`config.mk`:
```
export PLATFORM = sky130hd
export DESIGN_NAME = lcc_st_trans_top
export DESIGN_NICKNAME = d
export VERILOG_FILES = /design/src/rtl/lcc_trans_pkg.sv /design/src/rtl/soc_unlock_policy.sv /design/src/rtl/sec_state_fsm.sv /design/src/rtl/debug_enable_gate.sv /design/src/rtl/lcc_st_trans_top.sv
export VERILOG_INCLUDE_DIRS = /design/src /design/src/rtl
export SDC_FILE = /design/constraint.sdc
export NUM_CORES = 1
export LEC_CHECK = 0
export BUFFER_PORTS_ARGS = -buffer_cell sky130_fd_sc_hd__buf_4
export CAP_MARGIN = 5
export CORE_AREA = 5 5 120 122
export CTS_CLUSTER_DIAMETER = 60
export DETAILED_ROUTE_END_ITERATION = 16
export DIE_AREA = 0 0 125 127
export PLACE_DENSITY = 0.51
export SLEW_MARGIN = 20
export SYNTH_ARGS = -nofsm -noshare
export SYNTH_HDL_FRONTEND = slang
export SYNTH_SLANG_ARGS = --single-unit
```
`constraint.sdc`:
```
create_clock -name clk_i -period 2 [get_ports clk_i]
set_input_delay 0.1 -clock clk_i [delete_from_list [all_inputs] [get_ports clk_i]]
set_output_delay 0.1 -clock clk_i [all_outputs]
set_load 0.02 [all_outputs]
```
`src/rtl/lcc_trans_params.svh`:
```
/*
  Shared widths for the lifecycle state translator
  Lifecycle code, unlock level and mask widths
  Zeroization mask width
  Multibit lifecycle enable width and its On code
*/

`ifndef LCC_TRANS_PARAMS_SVH
`define LCC_TRANS_PARAMS_SVH

// ----------------------------------------
// Lifecycle code
// ----------------------------------------

// Compact lifecycle code from the OTP and the lifecycle controller
// Codes 21 to 31 are not assigned
`define LCC_STATE_W 5

// ----------------------------------------
// SoC debug policy
// ----------------------------------------

// Debug unlock level and the DFT, debug and CLTAP masks
`define UNLOCK_W 64

// MCU ROM zeroization mask
`define ZEROIZE_MASK_W 32

// ----------------------------------------
// Multibit lifecycle enables
// ----------------------------------------

// Only the exact On pattern enables
// Every other value is off
`define LC_TX_W 4
`define LC_TX_ON 4'b0101

`endif

```
`src/rtl/lcc_trans_pkg.sv`:
```
/*
  Types for the lifecycle state translator
  Lifecycle code enum
  Translator FSM state enum
  Core device lifecycle class enum
*/

`include "lcc_trans_params.svh"

package lcc_trans_pkg;

  // Lifecycle code as held in OTP
  typedef enum logic [`LCC_STATE_W-1:0] {
    LC_RAW             = 5'd0,
    LC_TEST_UNLOCKED0  = 5'd1,
    LC_TEST_UNLOCKED1  = 5'd2,
    LC_TEST_UNLOCKED2  = 5'd3,
    LC_TEST_UNLOCKED3  = 5'd4,
    LC_TEST_UNLOCKED4  = 5'd5,
    LC_TEST_UNLOCKED5  = 5'd6,
    LC_TEST_UNLOCKED6  = 5'd7,
    LC_TEST_UNLOCKED7  = 5'd8,
    LC_TEST_LOCKED0    = 5'd9,
    LC_TEST_LOCKED1    = 5'd10,
    LC_TEST_LOCKED2    = 5'd11,
    LC_TEST_LOCKED3    = 5'd12,
    LC_TEST_LOCKED4    = 5'd13,
    LC_TEST_LOCKED5    = 5'd14,
    LC_TEST_LOCKED6    = 5'd15,
    LC_DEV             = 5'd16,
    LC_PROD            = 5'd17,
    LC_PROD_END        = 5'd18,
    LC_RMA             = 5'd19,
    LC_SCRAP           = 5'd20
  } lc_state_e;

  // Translator FSM states
  typedef enum logic [2:0] {
    TRANS_RESET           = 3'd0,
    TRANS_IDLE            = 3'd1,
    TRANS_NON_DEBUG       = 3'd2,
    TRANS_UNPROV_DEBUG    = 3'd3,
    TRANS_MANUF_NON_DEBUG = 3'd4,
    TRANS_MANUF_DEBUG     = 3'd5,
    TRANS_PROD_NON_DEBUG  = 3'd6,
    TRANS_PROD_DEBUG      = 3'd7
  } trans_state_e;

  // Core security lifecycle class
  typedef enum logic [1:0] {
    DEVICE_UNPROVISIONED = 2'b00,
    DEVICE_MANUFACTURING = 2'b01,
    DEVICE_PRODUCTION    = 2'b11
  } device_lifecycle_e;

endpackage

```
`src/rtl/soc_unlock_policy.sv`:
```
/*
  SoC unlock policy
  Masked matches of the debug unlock level
  SCRAP request detection from the lifecycle program request
  Registered zeroization command
*/

`timescale 1ns/100ps

`include "lcc_trans_params.svh"

module soc_unlock_policy (
  input  logic                          clk_i,
  input  logic                          rst_ni,

  // Debug unlock level and SoC masks
  input  logic [`UNLOCK_W-1:0]          unlock_level_i,
  input  logic [`UNLOCK_W-1:0]          dft_en_mask_i,
  input  logic [`UNLOCK_W-1:0]          dbg_unlock_mask_i,
  input  logic [`UNLOCK_W-1:0]          cltap_unlock_mask_i,

  // Lifecycle controller program request
  input  logic                          lc_prog_req_i,
  input  lcc_trans_pkg::lc_state_e      lc_alive_state_i,

  // Zeroization controls
  input  logic [`ZEROIZE_MASK_W-1:0]    zeroize_mask_i,
  input  logic                          zeroize_ppd_i,

  output logic                          dft_hit_o,
  output logic                          hw_dbg_hit_o,
  output logic                          prod_unlock_hit_o,
  output logic                          scrap_req_o,
  output logic                          zeroize_cmd_o
);

  import lcc_trans_pkg::*;

  logic zeroize_d;

  // ----------------------------------------
  // Unlock level matches
  // ----------------------------------------

  // Any unlock level bit that the mask also sets is a hit
  assign dft_hit_o         = |(unlock_level_i & dft_en_mask_i);
  assign hw_dbg_hit_o      = |(unlock_level_i & cltap_unlock_mask_i);
  // Production debug unlock feeds the FSM
  assign prod_unlock_hit_o = |(unlock_level_i & dbg_unlock_mask_i);

  // Lifecycle controller asks OTP to program SCRAP
  assign scrap_req_o = lc_prog_req_i && (lc_alive_state_i == LC_SCRAP);

  // ----------------------------------------
  // Zeroization
  // ----------------------------------------

  // Full mask plus power-on permit
  assign zeroize_d = (&zeroize_mask_i) & zeroize_ppd_i;

  // Registered without the OTP valid qualifier
  always_ff @(posedge clk_i or negedge rst_ni) begin
    if (!rst_ni) begin
      zeroize_cmd_o <= 1'b0;
    end else begin
      zeroize_cmd_o <= zeroize_d;
    end
  end

endmodule

```
`src/rtl/sec_state_fsm.sv`:
```
/*
  Security state translator FSM
  Latches the OTP lifecycle code while OTP data is valid
  Maps the code to a core lifecycle class and debug lock
  Applies the kill, manufacturing and production unlock transitions
  Registered security state output
*/

`timescale 1ns/100ps

`include "lcc_trans_params.svh"

module sec_state_fsm (
  input  logic                              clk_i,
  input  logic                              rst_ni,

  // OTP handshake and static state
  input  logic                              otp_valid_i,
  input  lcc_trans_pkg::lc_state_e          otp_state_i,

  // Kill sources
  input  logic                              scrap_req_i,
  input  logic                              state_error_i,

  // Debug unlock sources
  input  logic                              manuf_dbg_en_i,
  input  logic                              prod_unlock_hit_i,

  output lcc_trans_pkg::device_lifecycle_e  device_lifecycle_o,
  output logic                              debug_locked_o
);

  import lcc_trans_pkg::*;

  trans_state_e      state_q;
  trans_state_e      state_d;
  lc_state_e         otp_state_q;
  device_lifecycle_e lifecycle_d;
  logic              locked_d;

  logic              kill;
  logic              st_test_locked;
  logic              st_test_unlocked;
  logic              st_prod;

  // SCRAP request or state error forces non-debug
  assign kill = scrap_req_i || state_error_i;

  // ----------------------------------------
  // Latched code classification
  // ----------------------------------------

  // RAW counts with the locked test states
  assign st_test_locked = (otp_state_q == LC_RAW) ||
                          (otp_state_q inside {[LC_TEST_LOCKED0 : LC_TEST_LOCKED6]});

  assign st_test_unlocked = otp_state_q inside {[LC_TEST_UNLOCKED0 : LC_TEST_UNLOCKED7]};

  // PROD and PROD_END share one translator state
  assign st_prod = (otp_state_q == LC_PROD) || (otp_state_q == LC_PROD_END);

  // ----------------------------------------
  // Next state and output decode
  // ----------------------------------------

  always_comb begin
    // Safe output unless a state says otherwise
    state_d     = state_q;
    lifecycle_d = DEVICE_PRODUCTION;
    locked_d    = 1'b1;

    case (state_q)
      TRANS_RESET: begin
        state_d = TRANS_IDLE;
      end

      TRANS_IDLE: begin
        // Kill first, then the latched lifecycle class
        if (kill || (otp_state_q == LC_SCRAP)) begin
          state_d = TRANS_NON_DEBUG;
        end else if (st_test_locked) begin
          state_d = TRANS_NON_DEBUG;
        end else if (st_test_unlocked) begin
          state_d = TRANS_UNPROV_DEBUG;
        end else if (otp_state_q == LC_DEV) begin
          state_d = TRANS_MANUF_NON_DEBUG;
        end else if (st_prod) begin
          state_d = TRANS_PROD_NON_DEBUG;
        end else if (otp_state_q == LC_RMA) begin
          state_d = TRANS_PROD_DEBUG;
        end else begin
          // Unassigned code waits here
          state_d = TRANS_IDLE;
        end
      end

      // Absorbing until OTP valid drops
      TRANS_NON_DEBUG: begin
        state_d = TRANS_NON_DEBUG;
      end

      TRANS_UNPROV_DEBUG: begin
        if (kill) begin
          state_d = TRANS_NON_DEBUG;
        end else begin
          lifecycle_d = DEVICE_UNPROVISIONED;
          locked_d    = 1'b0;
        end
      end

      TRANS_MANUF_NON_DEBUG: begin
        if (kill) begin
          state_d = TRANS_NON_DEBUG;
        end else begin
          lifecycle_d = DEVICE_MANUFACTURING;
          // Unlock shows once the debug state is reached
          if (manuf_dbg_en_i) begin
            state_d = TRANS_MANUF_DEBUG;
          end
        end
      end

      TRANS_MANUF_DEBUG: begin
        if (kill) begin
          state_d = TRANS_NON_DEBUG;
        end else begin
          lifecycle_d = DEVICE_MANUFACTURING;
          locked_d    = 1'b0;
        end
      end

      TRANS_PROD_NON_DEBUG: begin
        if (kill) begin
          state_d = TRANS_NON_DEBUG;
        end else if (prod_unlock_hit_i) begin
          state_d = TRANS_PROD_DEBUG;
        end
      end

      TRANS_PROD_DEBUG: begin
        if (kill) begin
          state_d = TRANS_NON_DEBUG;
        end else begin
          locked_d = 1'b0;
        end
      end

      default: begin
        state_d = TRANS_IDLE;
      end
    endcase
  end

  // ----------------------------------------
  // State and output registers
  // ----------------------------------------

  // Invalid OTP data returns everything to the safe defaults
  always_ff @(posedge clk_i or negedge rst_ni) begin
    if (!rst_ni) begin
      state_q            <= TRANS_RESET;
      otp_state_q        <= LC_RAW;
      device_lifecycle_o <= DEVICE_PRODUCTION;
      debug_locked_o     <= 1'b1;
    end else if (otp_valid_i) begin
      state_q            <= state_d;
      otp_state_q        <= otp_state_i;
      device_lifecycle_o <= lifecycle_d;
      debug_locked_o     <= locked_d;
    end else begin
      state_q            <= TRANS_RESET;
      otp_state_q        <= LC_RAW;
      device_lifecycle_o <= DEVICE_PRODUCTION;
      debug_locked_o     <= 1'b1;
    end
  end

endmodule

```
`src/rtl/debug_enable_gate.sv`:
```
/*
  SoC debug enable gate
  Strict decode of the multibit DFT and hardware debug enables
  Merge with the SoC mask hits and SCRAP suppression
  Registered under the OTP valid qualifier
*/

`timescale 1ns/100ps

`include "lcc_trans_params.svh"

module debug_enable_gate (
  input  logic                  clk_i,
  input  logic                  rst_ni,

  input  logic                  otp_valid_i,

  // Multibit enables from the lifecycle controller
  input  logic [`LC_TX_W-1:0]   lc_dft_en_i,
  input  logic [`LC_TX_W-1:0]   lc_hw_debug_en_i,

  // Policy results
  input  logic                  dft_hit_i,
  input  logic                  hw_dbg_hit_i,
  input  logic                  scrap_req_i,

  output logic                  soc_dft_en_o,
  output logic                  soc_hw_debug_en_o
);

  logic dft_en_d;
  logic hw_debug_en_d;

  // Only the exact On pattern counts
  // SCRAP overrides both enables
  assign dft_en_d      = ((lc_dft_en_i == `LC_TX_ON) || dft_hit_i) && !scrap_req_i;
  assign hw_debug_en_d = ((lc_hw_debug_en_i == `LC_TX_ON) || hw_dbg_hit_i) && !scrap_req_i;

  // ----------------------------------------
  // Output registers
  // ----------------------------------------

  always_ff @(posedge clk_i or negedge rst_ni) begin
    if (!rst_ni) begin
      soc_dft_en_o      <= 1'b0;
      soc_hw_debug_en_o <= 1'b0;
    end else if (otp_valid_i) begin
      soc_dft_en_o      <= dft_en_d;
      soc_hw_debug_en_o <= hw_debug_en_d;
    end else begin
      // Both off while OTP data is not valid
      soc_dft_en_o      <= 1'b0;
      soc_hw_debug_en_o <= 1'b0;
    end
  end

endmodule

```
`src/rtl/lcc_st_trans_top.sv`:
```
/*
  Lifecycle state translator top level
  SoC unlock policy, translator FSM and debug enable gate
  Produces the core security state, SoC debug enables
  and the zeroization command
*/

`timescale 1ns/100ps

`include "lcc_trans_params.svh"

module lcc_st_trans_top (
  input  logic                              clk_i,
  input  logic                              rst_ni,

  // OTP static state and valid qualifier
  input  logic                              otp_valid_i,
  input  lcc_trans_pkg::lc_state_e          otp_state_i,

  // Lifecycle controller
  input  logic                              lc_prog_req_i,
  input  lcc_trans_pkg::lc_state_e          lc_alive_state_i,
  input  logic [`LC_TX_W-1:0]               lc_dft_en_i,
  input  logic [`LC_TX_W-1:0]               lc_hw_debug_en_i,

  // Core and SoC controls
  input  logic                              state_error_i,
  input  logic                              manuf_dbg_en_i,
  input  logic [`UNLOCK_W-1:0]              unlock_level_i,
  input  logic [`UNLOCK_W-1:0]              dft_en_mask_i,
  input  logic [`UNLOCK_W-1:0]              dbg_unlock_mask_i,
  input  logic [`UNLOCK_W-1:0]              cltap_unlock_mask_i,

  // Zeroization
  input  logic [`ZEROIZE_MASK_W-1:0]        zeroize_mask_i,
  input  logic                              zeroize_ppd_i,
  output logic                              zeroize_cmd_o,

  // SoC debug enables
  output logic                              soc_dft_en_o,
  output logic                              soc_hw_debug_en_o,

  // Core security state
  output lcc_trans_pkg::device_lifecycle_e  device_lifecycle_o,
  output logic                              debug_locked_o
);

  // Policy results
  logic scrap_req;
  logic prod_unlock_hit;
  logic dft_hit;
  logic hw_dbg_hit;

  // ----------------------------------------
  // Unlock policy
  // ----------------------------------------

  soc_unlock_policy u_soc_unlock_policy (
    .clk_i               (clk_i),
    .rst_ni              (rst_ni),
    .unlock_level_i      (unlock_level_i),
    .dft_en_mask_i       (dft_en_mask_i),
    .dbg_unlock_mask_i   (dbg_unlock_mask_i),
    .cltap_unlock_mask_i (cltap_unlock_mask_i),
    .lc_prog_req_i       (lc_prog_req_i),
    .lc_alive_state_i    (lc_alive_state_i),
    .zeroize_mask_i      (zeroize_mask_i),
    .zeroize_ppd_i       (zeroize_ppd_i),
    .dft_hit_o           (dft_hit),
    .hw_dbg_hit_o        (hw_dbg_hit),
    .prod_unlock_hit_o   (prod_unlock_hit),
    .scrap_req_o         (scrap_req),
    .zeroize_cmd_o       (zeroize_cmd_o)
  );

  // Translator FSM
  sec_state_fsm u_sec_state_fsm (
    .clk_i              (clk_i),
    .rst_ni             (rst_ni),
    .otp_valid_i        (otp_valid_i),
    .otp_state_i        (otp_state_i),
    .scrap_req_i        (scrap_req),
    .state_error_i      (state_error_i),
    .manuf_dbg_en_i     (manuf_dbg_en_i),
    .prod_unlock_hit_i  (prod_unlock_hit),
    .device_lifecycle_o (device_lifecycle_o),
    .debug_locked_o     (debug_locked_o)
  );

  // SoC enable gating
  debug_enable_gate u_debug_enable_gate (
    .clk_i             (clk_i),
    .rst_ni            (rst_ni),
    .otp_valid_i       (otp_valid_i),
    .lc_dft_en_i       (lc_dft_en_i),
    .lc_hw_debug_en_i  (lc_hw_debug_en_i),
    .dft_hit_i         (dft_hit),
    .hw_dbg_hit_i      (hw_dbg_hit),
    .scrap_req_i       (scrap_req),
    .soc_dft_en_o      (soc_dft_en_o),
    .soc_hw_debug_en_o (soc_hw_debug_en_o)
  );

endmodule

```
# After elaboration in Yosys (flattened, before gate mapping)

Cells that the tools add are included.

Bits in registers: 14
Word-level logic and storage cells: 77

Magnitude comparators: 4
Equality and inequality tests: 18
Multiplexer cells: 23
Bitwise gates (word level): 4
Reductions and logical operators: 21

Operator list:

| cell                                                                                | count |
|---|---|
| 64-bit bitwise AND                                                                  | 3 |
| 64-bit OR reduction                                                                 | 3 |
| 3-bit two-way mux                                                                   | 12 |
| 32-bit AND reduction                                                                | 1 |
| 5-bit == test, second input constant                                                | 6 |
| 3-bit one-hot mux with 6 select lines                                               | 1 |
| 3-bit == test, second input constant                                                | 4 |
| 5-bit by 4-bit less-or-equal comparator with 1-bit output, second input constant    | 2 |
| 4-bit by 3-bit == test with 1-bit output, second input constant                     | 2 |
| 4-bit by 3-bit != test with 1-bit output, second input constant                     | 2 |
| 3-bit by 2-bit == test with 1-bit output, second input constant                     | 2 |
| 1-bit logical OR                                                                    | 6 |
| 2-bit two-way mux                                                                   | 3 |
| 5-bit by 1-bit greater-or-equal comparator with 1-bit output, second input constant | 1 |
| 5-bit by 4-bit greater-or-equal comparator with 1-bit output, second input constant | 1 |
| 1-bit logical AND                                                                   | 5 |
| 5-bit logical NOT                                                                   | 1 |
| 1-bit two-way mux                                                                   | 5 |
| 5-bit two-way mux                                                                   | 1 |
| 2-bit one-hot mux with 2 select lines                                               | 1 |
| 3-bit by 1-bit == test with 1-bit output, second input constant                     | 1 |
| 3-bit logical NOT                                                                   | 1 |
| 3-bit by 2-bit != test with 1-bit output, second input constant                     | 1 |
| 3-bit AND reduction                                                                 | 1 |
| 4 further kinds                                                                     | 4 |

# Longest topological paths before layout

Word-level depth: 9
Mapped depth: 6
Gate-level depth less buffers: 6

# Hierarchy

From an unflattened synthesis, not the netlist that was laid out.

Cell total of the unflattened synthesis: 187
Area total of the unflattened synthesis: 1730.4 µm²

By module, submodules not included:

| module            | instances | cells an instance | area an instance (µm²) | sequential area each (µm²) |
|---|---|---|---|---|
| soc_unlock_policy | 1         | 126               | 1099.8                 | 25.0 |
| sec_state_fsm     | 1         | 52                | 534.3                  | 279.0 |
| debug_enable_gate | 1         | 9                 | 96.3                   | 50.0 |

# Worst setup path after synthesis

OpenSTA, ideal clock, no wires.

Path type: flip-flop to flip-flop
From: register u_sec_state_fsm.state_q[2]
To: register u_sec_state_fsm.state_q[2]
Library setup time: 79 ps
Arrival time: 1361 ps
Data required time: 1921 ps
Slack: 560 ps
Cell stages (with the launch flop): 7
Cell sequence: dfrtp_1 nor2b_1 nand3_1 nor4_1 nand3_1 o31ai_2 mux2i_1

Word-level cells in the longest chain between the ends: 4
Elaborated cells between the ends (all ways): 15
Classes of those cells: eq/ne: 10; mux: 2; reduce/logical: 3

RTL lines:

| item                                                                                                     | RTL line             | source |
|---|---|---|
| start, declared                                                                                          | sec_state_fsm.sv:35  | `trans_state_e state_q;` |
| start signal, assigned                                                                                   | sec_state_fsm.sv:166 | `state_q <= state_d;` |
| 3-bit by 2-bit == test with 1-bit output / 3-bit == test (equally long branches)                         | sec_state_fsm.sv:72  | `case (state_q)` |
| 3-bit OR reduction (no source line)                                                                      | --                   |  |
| 3-bit one-hot mux with 6 select lines / 3-bit by 2-bit != test with 1-bit output (equally long branches) | --                   |  |
| 3-bit two-way mux / 3-bit AND reduction (equally long branches)                                          | --                   |  |

Several ways; a longest one is shown, not always the timed one.
A chain may end at the register's enable or synchronous reset.

# Final worst setup path

Ends and elaborated chain as after synthesis.

==> metrics.yaml <==
drt-initial-drc-count: 227
yosys_warnings: 0
gp_congestion: 1.00
synth_top_area_share_pct: 17.6
cap_violations: 0
antenna_found_initial: 2
yosys.area.top_type: "a22oi_1"
fin_nets: 845
r2r-start: "u_sec_state_fsm.state_q[2]"
ys_seq_area_share_pct: 20.7
grt_use_total_pct: 20.9
grt_pass1_wl_um: 24500
nFillCells: 1418
cts_buffers: 3
syn_avg_cell_area_um2: 8.25
seq_area_um2: 354
dr.pass1.iters: 5
grt_pass1_vias: 3828
syn-cell-area_mm2: 0.00171
pre_cts_ws_ns: 0.0845
wl_met3_um: 2000
power_density_mw_per_mm2: 353
hp-start: "otp_state_i[1]"
total_leakage_power_nw: 2.17
met2_length_um: 8750
slew-limit-headroom_pct: 51.7
syn-instance-count: 207
fin_area_mm2: 0.00442
grt_max_degree: 15
cts_tree: "yes"
clock_skew_ns: 0.00333
run_status: "finished clean"
ys_ff_latch: 14
die_w_um: 125
hp-class: "input pin to register"
hpwl_um: 16700
ys_types: 33
synth_edf_count: 0
cts.clk_slew.worst_paths_ns: 0.05
met1_length_um: 6720
topRoutingLayerUsed: "met5"
fin_ws_ns: 0.207
clock_tree.root_cell: "clkbuf_16"
startpoint: "u_sec_state_fsm.state_q[2]"
cts_setup_buffers: 0
final_max_slew_viol_count: 0
rsz0062_at_grt: "no"
wl_per_cell_um: 25.4
grt_overflow: 0
async_flop_share_pct: 100
fp.dieArea_mm2: 0.0159
worstPathRequired_ns: 2.17
start_kind: "register"
critPathMaxFanout: 7
drive_above_1_share_pct: 62.7
timing.fmax_mhz: 558
cts_sinks: 14
insertion_delay_ns: 0.25
boundaryPins: 319
synth_nets: 520
die_y_um: 127
worst_slew_pin_slew_ns: 0.724
synth_flop_cell: "dfrtp_1"
portBuffers: 318
dpl-instance-area_mm2: 0.00433
setup-violations-final: 0
vias_per_cell: 4.99
fp-row-count: 42
final-hold-violation-count: 0
min_period_over_period_pct: 89.6
n_antenna_cell: 0
num_vias: 3529
synth.area.top_cells: "a22oi_1, dfrtp_1, a221oi_1, a22o_1, nand4_1"
multiInputGateArea_mm2: 0.00134
ctsLongestPathBuffers: 2
postRouteAntennaNets: 0
cts-htree-levels: 1
crit_arrival_ns: 1.96
start_util_pct: 13.1
end_kind: "register"
wl_um: 18000
tns_ns: 0
vdd_drop_max_mv: 0.206
fin_crit_ns: 1.79
drc: 0
critPathKind: "register to register"
core-area_mm2: 0.0131
syn_to_final_growth_pct: 159
[final timing paths]
| check | to | slack [ns] | depth (start not counted) |
|---|---|---|---|
| setup / recovery | u_sec_state_fsm.state_q[2] | 0.21 | 6 |
| hold / removal | u_sec_state_fsm.otp_state_q[1] | 0.06 | 2 |
| setup reg to reg | u_sec_state_fsm.state_q[2] | 0.21 | 6 |
| hold reg to reg | u_sec_state_fsm.device_lifecycle_o[0] | 0.60 | 1 |
| max in group asynchronous | u_sec_state_fsm.device_lifecycle_o[1] | 1.51 | 2 |
| min in group asynchronous | u_sec_state_fsm.otp_state_q[1] | 0.25 | 2 |
[synth_stat cells (all sizes together) (2+ instances only)]
cell type	number
dfrtp	11
o21ai	5
a22oi	40
nor2	13
nand2	18
nor4	2
a22o	26
or4	2
nand4	18
dfstp	3
a21oi	5
a221oi	29
inv	3
nor3	5
a21o	2
nor4bb	2
and2	5
nand3	5
[state kept, by name (all words and copies together), names as in the netlist]
| register | flops |
|---|---|
| u_sec_state_fsm.otp_state_q | 5 |
| u_sec_state_fsm.state_q | 3 |
| u_sec_state_fsm.device_lifecycle_o | 2 |
| u_debug_enable_gate.soc_dft_en_o | 1 |
| u_debug_enable_gate.soc_hw_debug_en_o | 1 |
| u_sec_state_fsm.debug_locked_o | 1 |
| u_soc_unlock_policy.zeroize_cmd_o | 1 |
[layout make-up]
class	count	share of cell area [%]
Tap cell	176	4.99
Sequential cell	14	8.02
Clock buffer	4	1.78
Multi-Input combinational cell	189	30.3
Timing Repair Buffer	321	54.6
Inverter	3	0.255
[power by group]
part	internal, mW	switching [mW]	total (mW)
clock network	0.270	0.121	0.390
logic	0.520	0.324	0.845
registers	0.302	0.0227	0.324
total	1.09	0.468	1.56
[what timing repair did]
item                                    4_1_cts  5_1_grt
gates resized for setup                       0        1
hold endpoints to repair                     14        0
endpoints found under the setup margin        0        1
hold buffers                                  1        0
[kinds of logic (layout without fill, tap and decap cells)]
family                 Yosys count  in the layout  share of synthesized area (%)
DFF                             14             14                           20.7
muxes                            1              1                          0.586
and+or+nand+nor                 75             75                           23.7
buffers and inverters            4            328                          0.952
AOI/OAI and AO/OA              113            113                           54.0
[per-layer routing]
| layer | vias to the layer above | global-route usage (%) |
|---|---|---|
| met5 | - | 0 |
| li1 | 1582 | - |
| met1 | 1663 | 24.5 |
| met3 | 33 | 7.55 |
| met2 | 247 | 35.8 |
| met4 | 4 | 6.38 |
[placed cells by master, fill, tap and decap left out, types with 2 or more instances in the layout]
master,count
buf_4,320
nor2_1,12
clkbuf_16,3
nor4bb_1,2
dfrtp_1,11
or4_1,2
o21ai_0,4
nor3_1,5
inv_1,3
nor4_1,2
a21o_1,2
nand3_1,5
dfstp_2,3
a22o_1,26
nand2_1,18
and2_1,5
a22oi_1,40
nand4_1,18
a221oi_1,29
a21oi_1,5
[stage by stage]
step / cells / hold slack [ns] / util, % / total power, mW
after global routing: 707 / 0.0730 / 33.8 / 1.64
after floorplan: 207 / -0.196 / - / 0.515
after CTS: 707 / 0.0589 / 33.7 / 1.57
after detailed placement: 702 / -0.0394 / 33.1 / 1.17
final: 707 / 0.0630 / 33.8 / 1.56
after global placement: 702 / -0.0413 / 33.1 / 1.16
[critical path, cell delays in order (launching register included)]
cell and delay (ns):
dfrtp_1 0.45, nor2b_2 0.23, nand3_1 0.09, nor4_1 0.21, nand3_1 0.19, o31ai_2 0.32, mux2i_1 0.22
(Power assumes the default switching activity.)
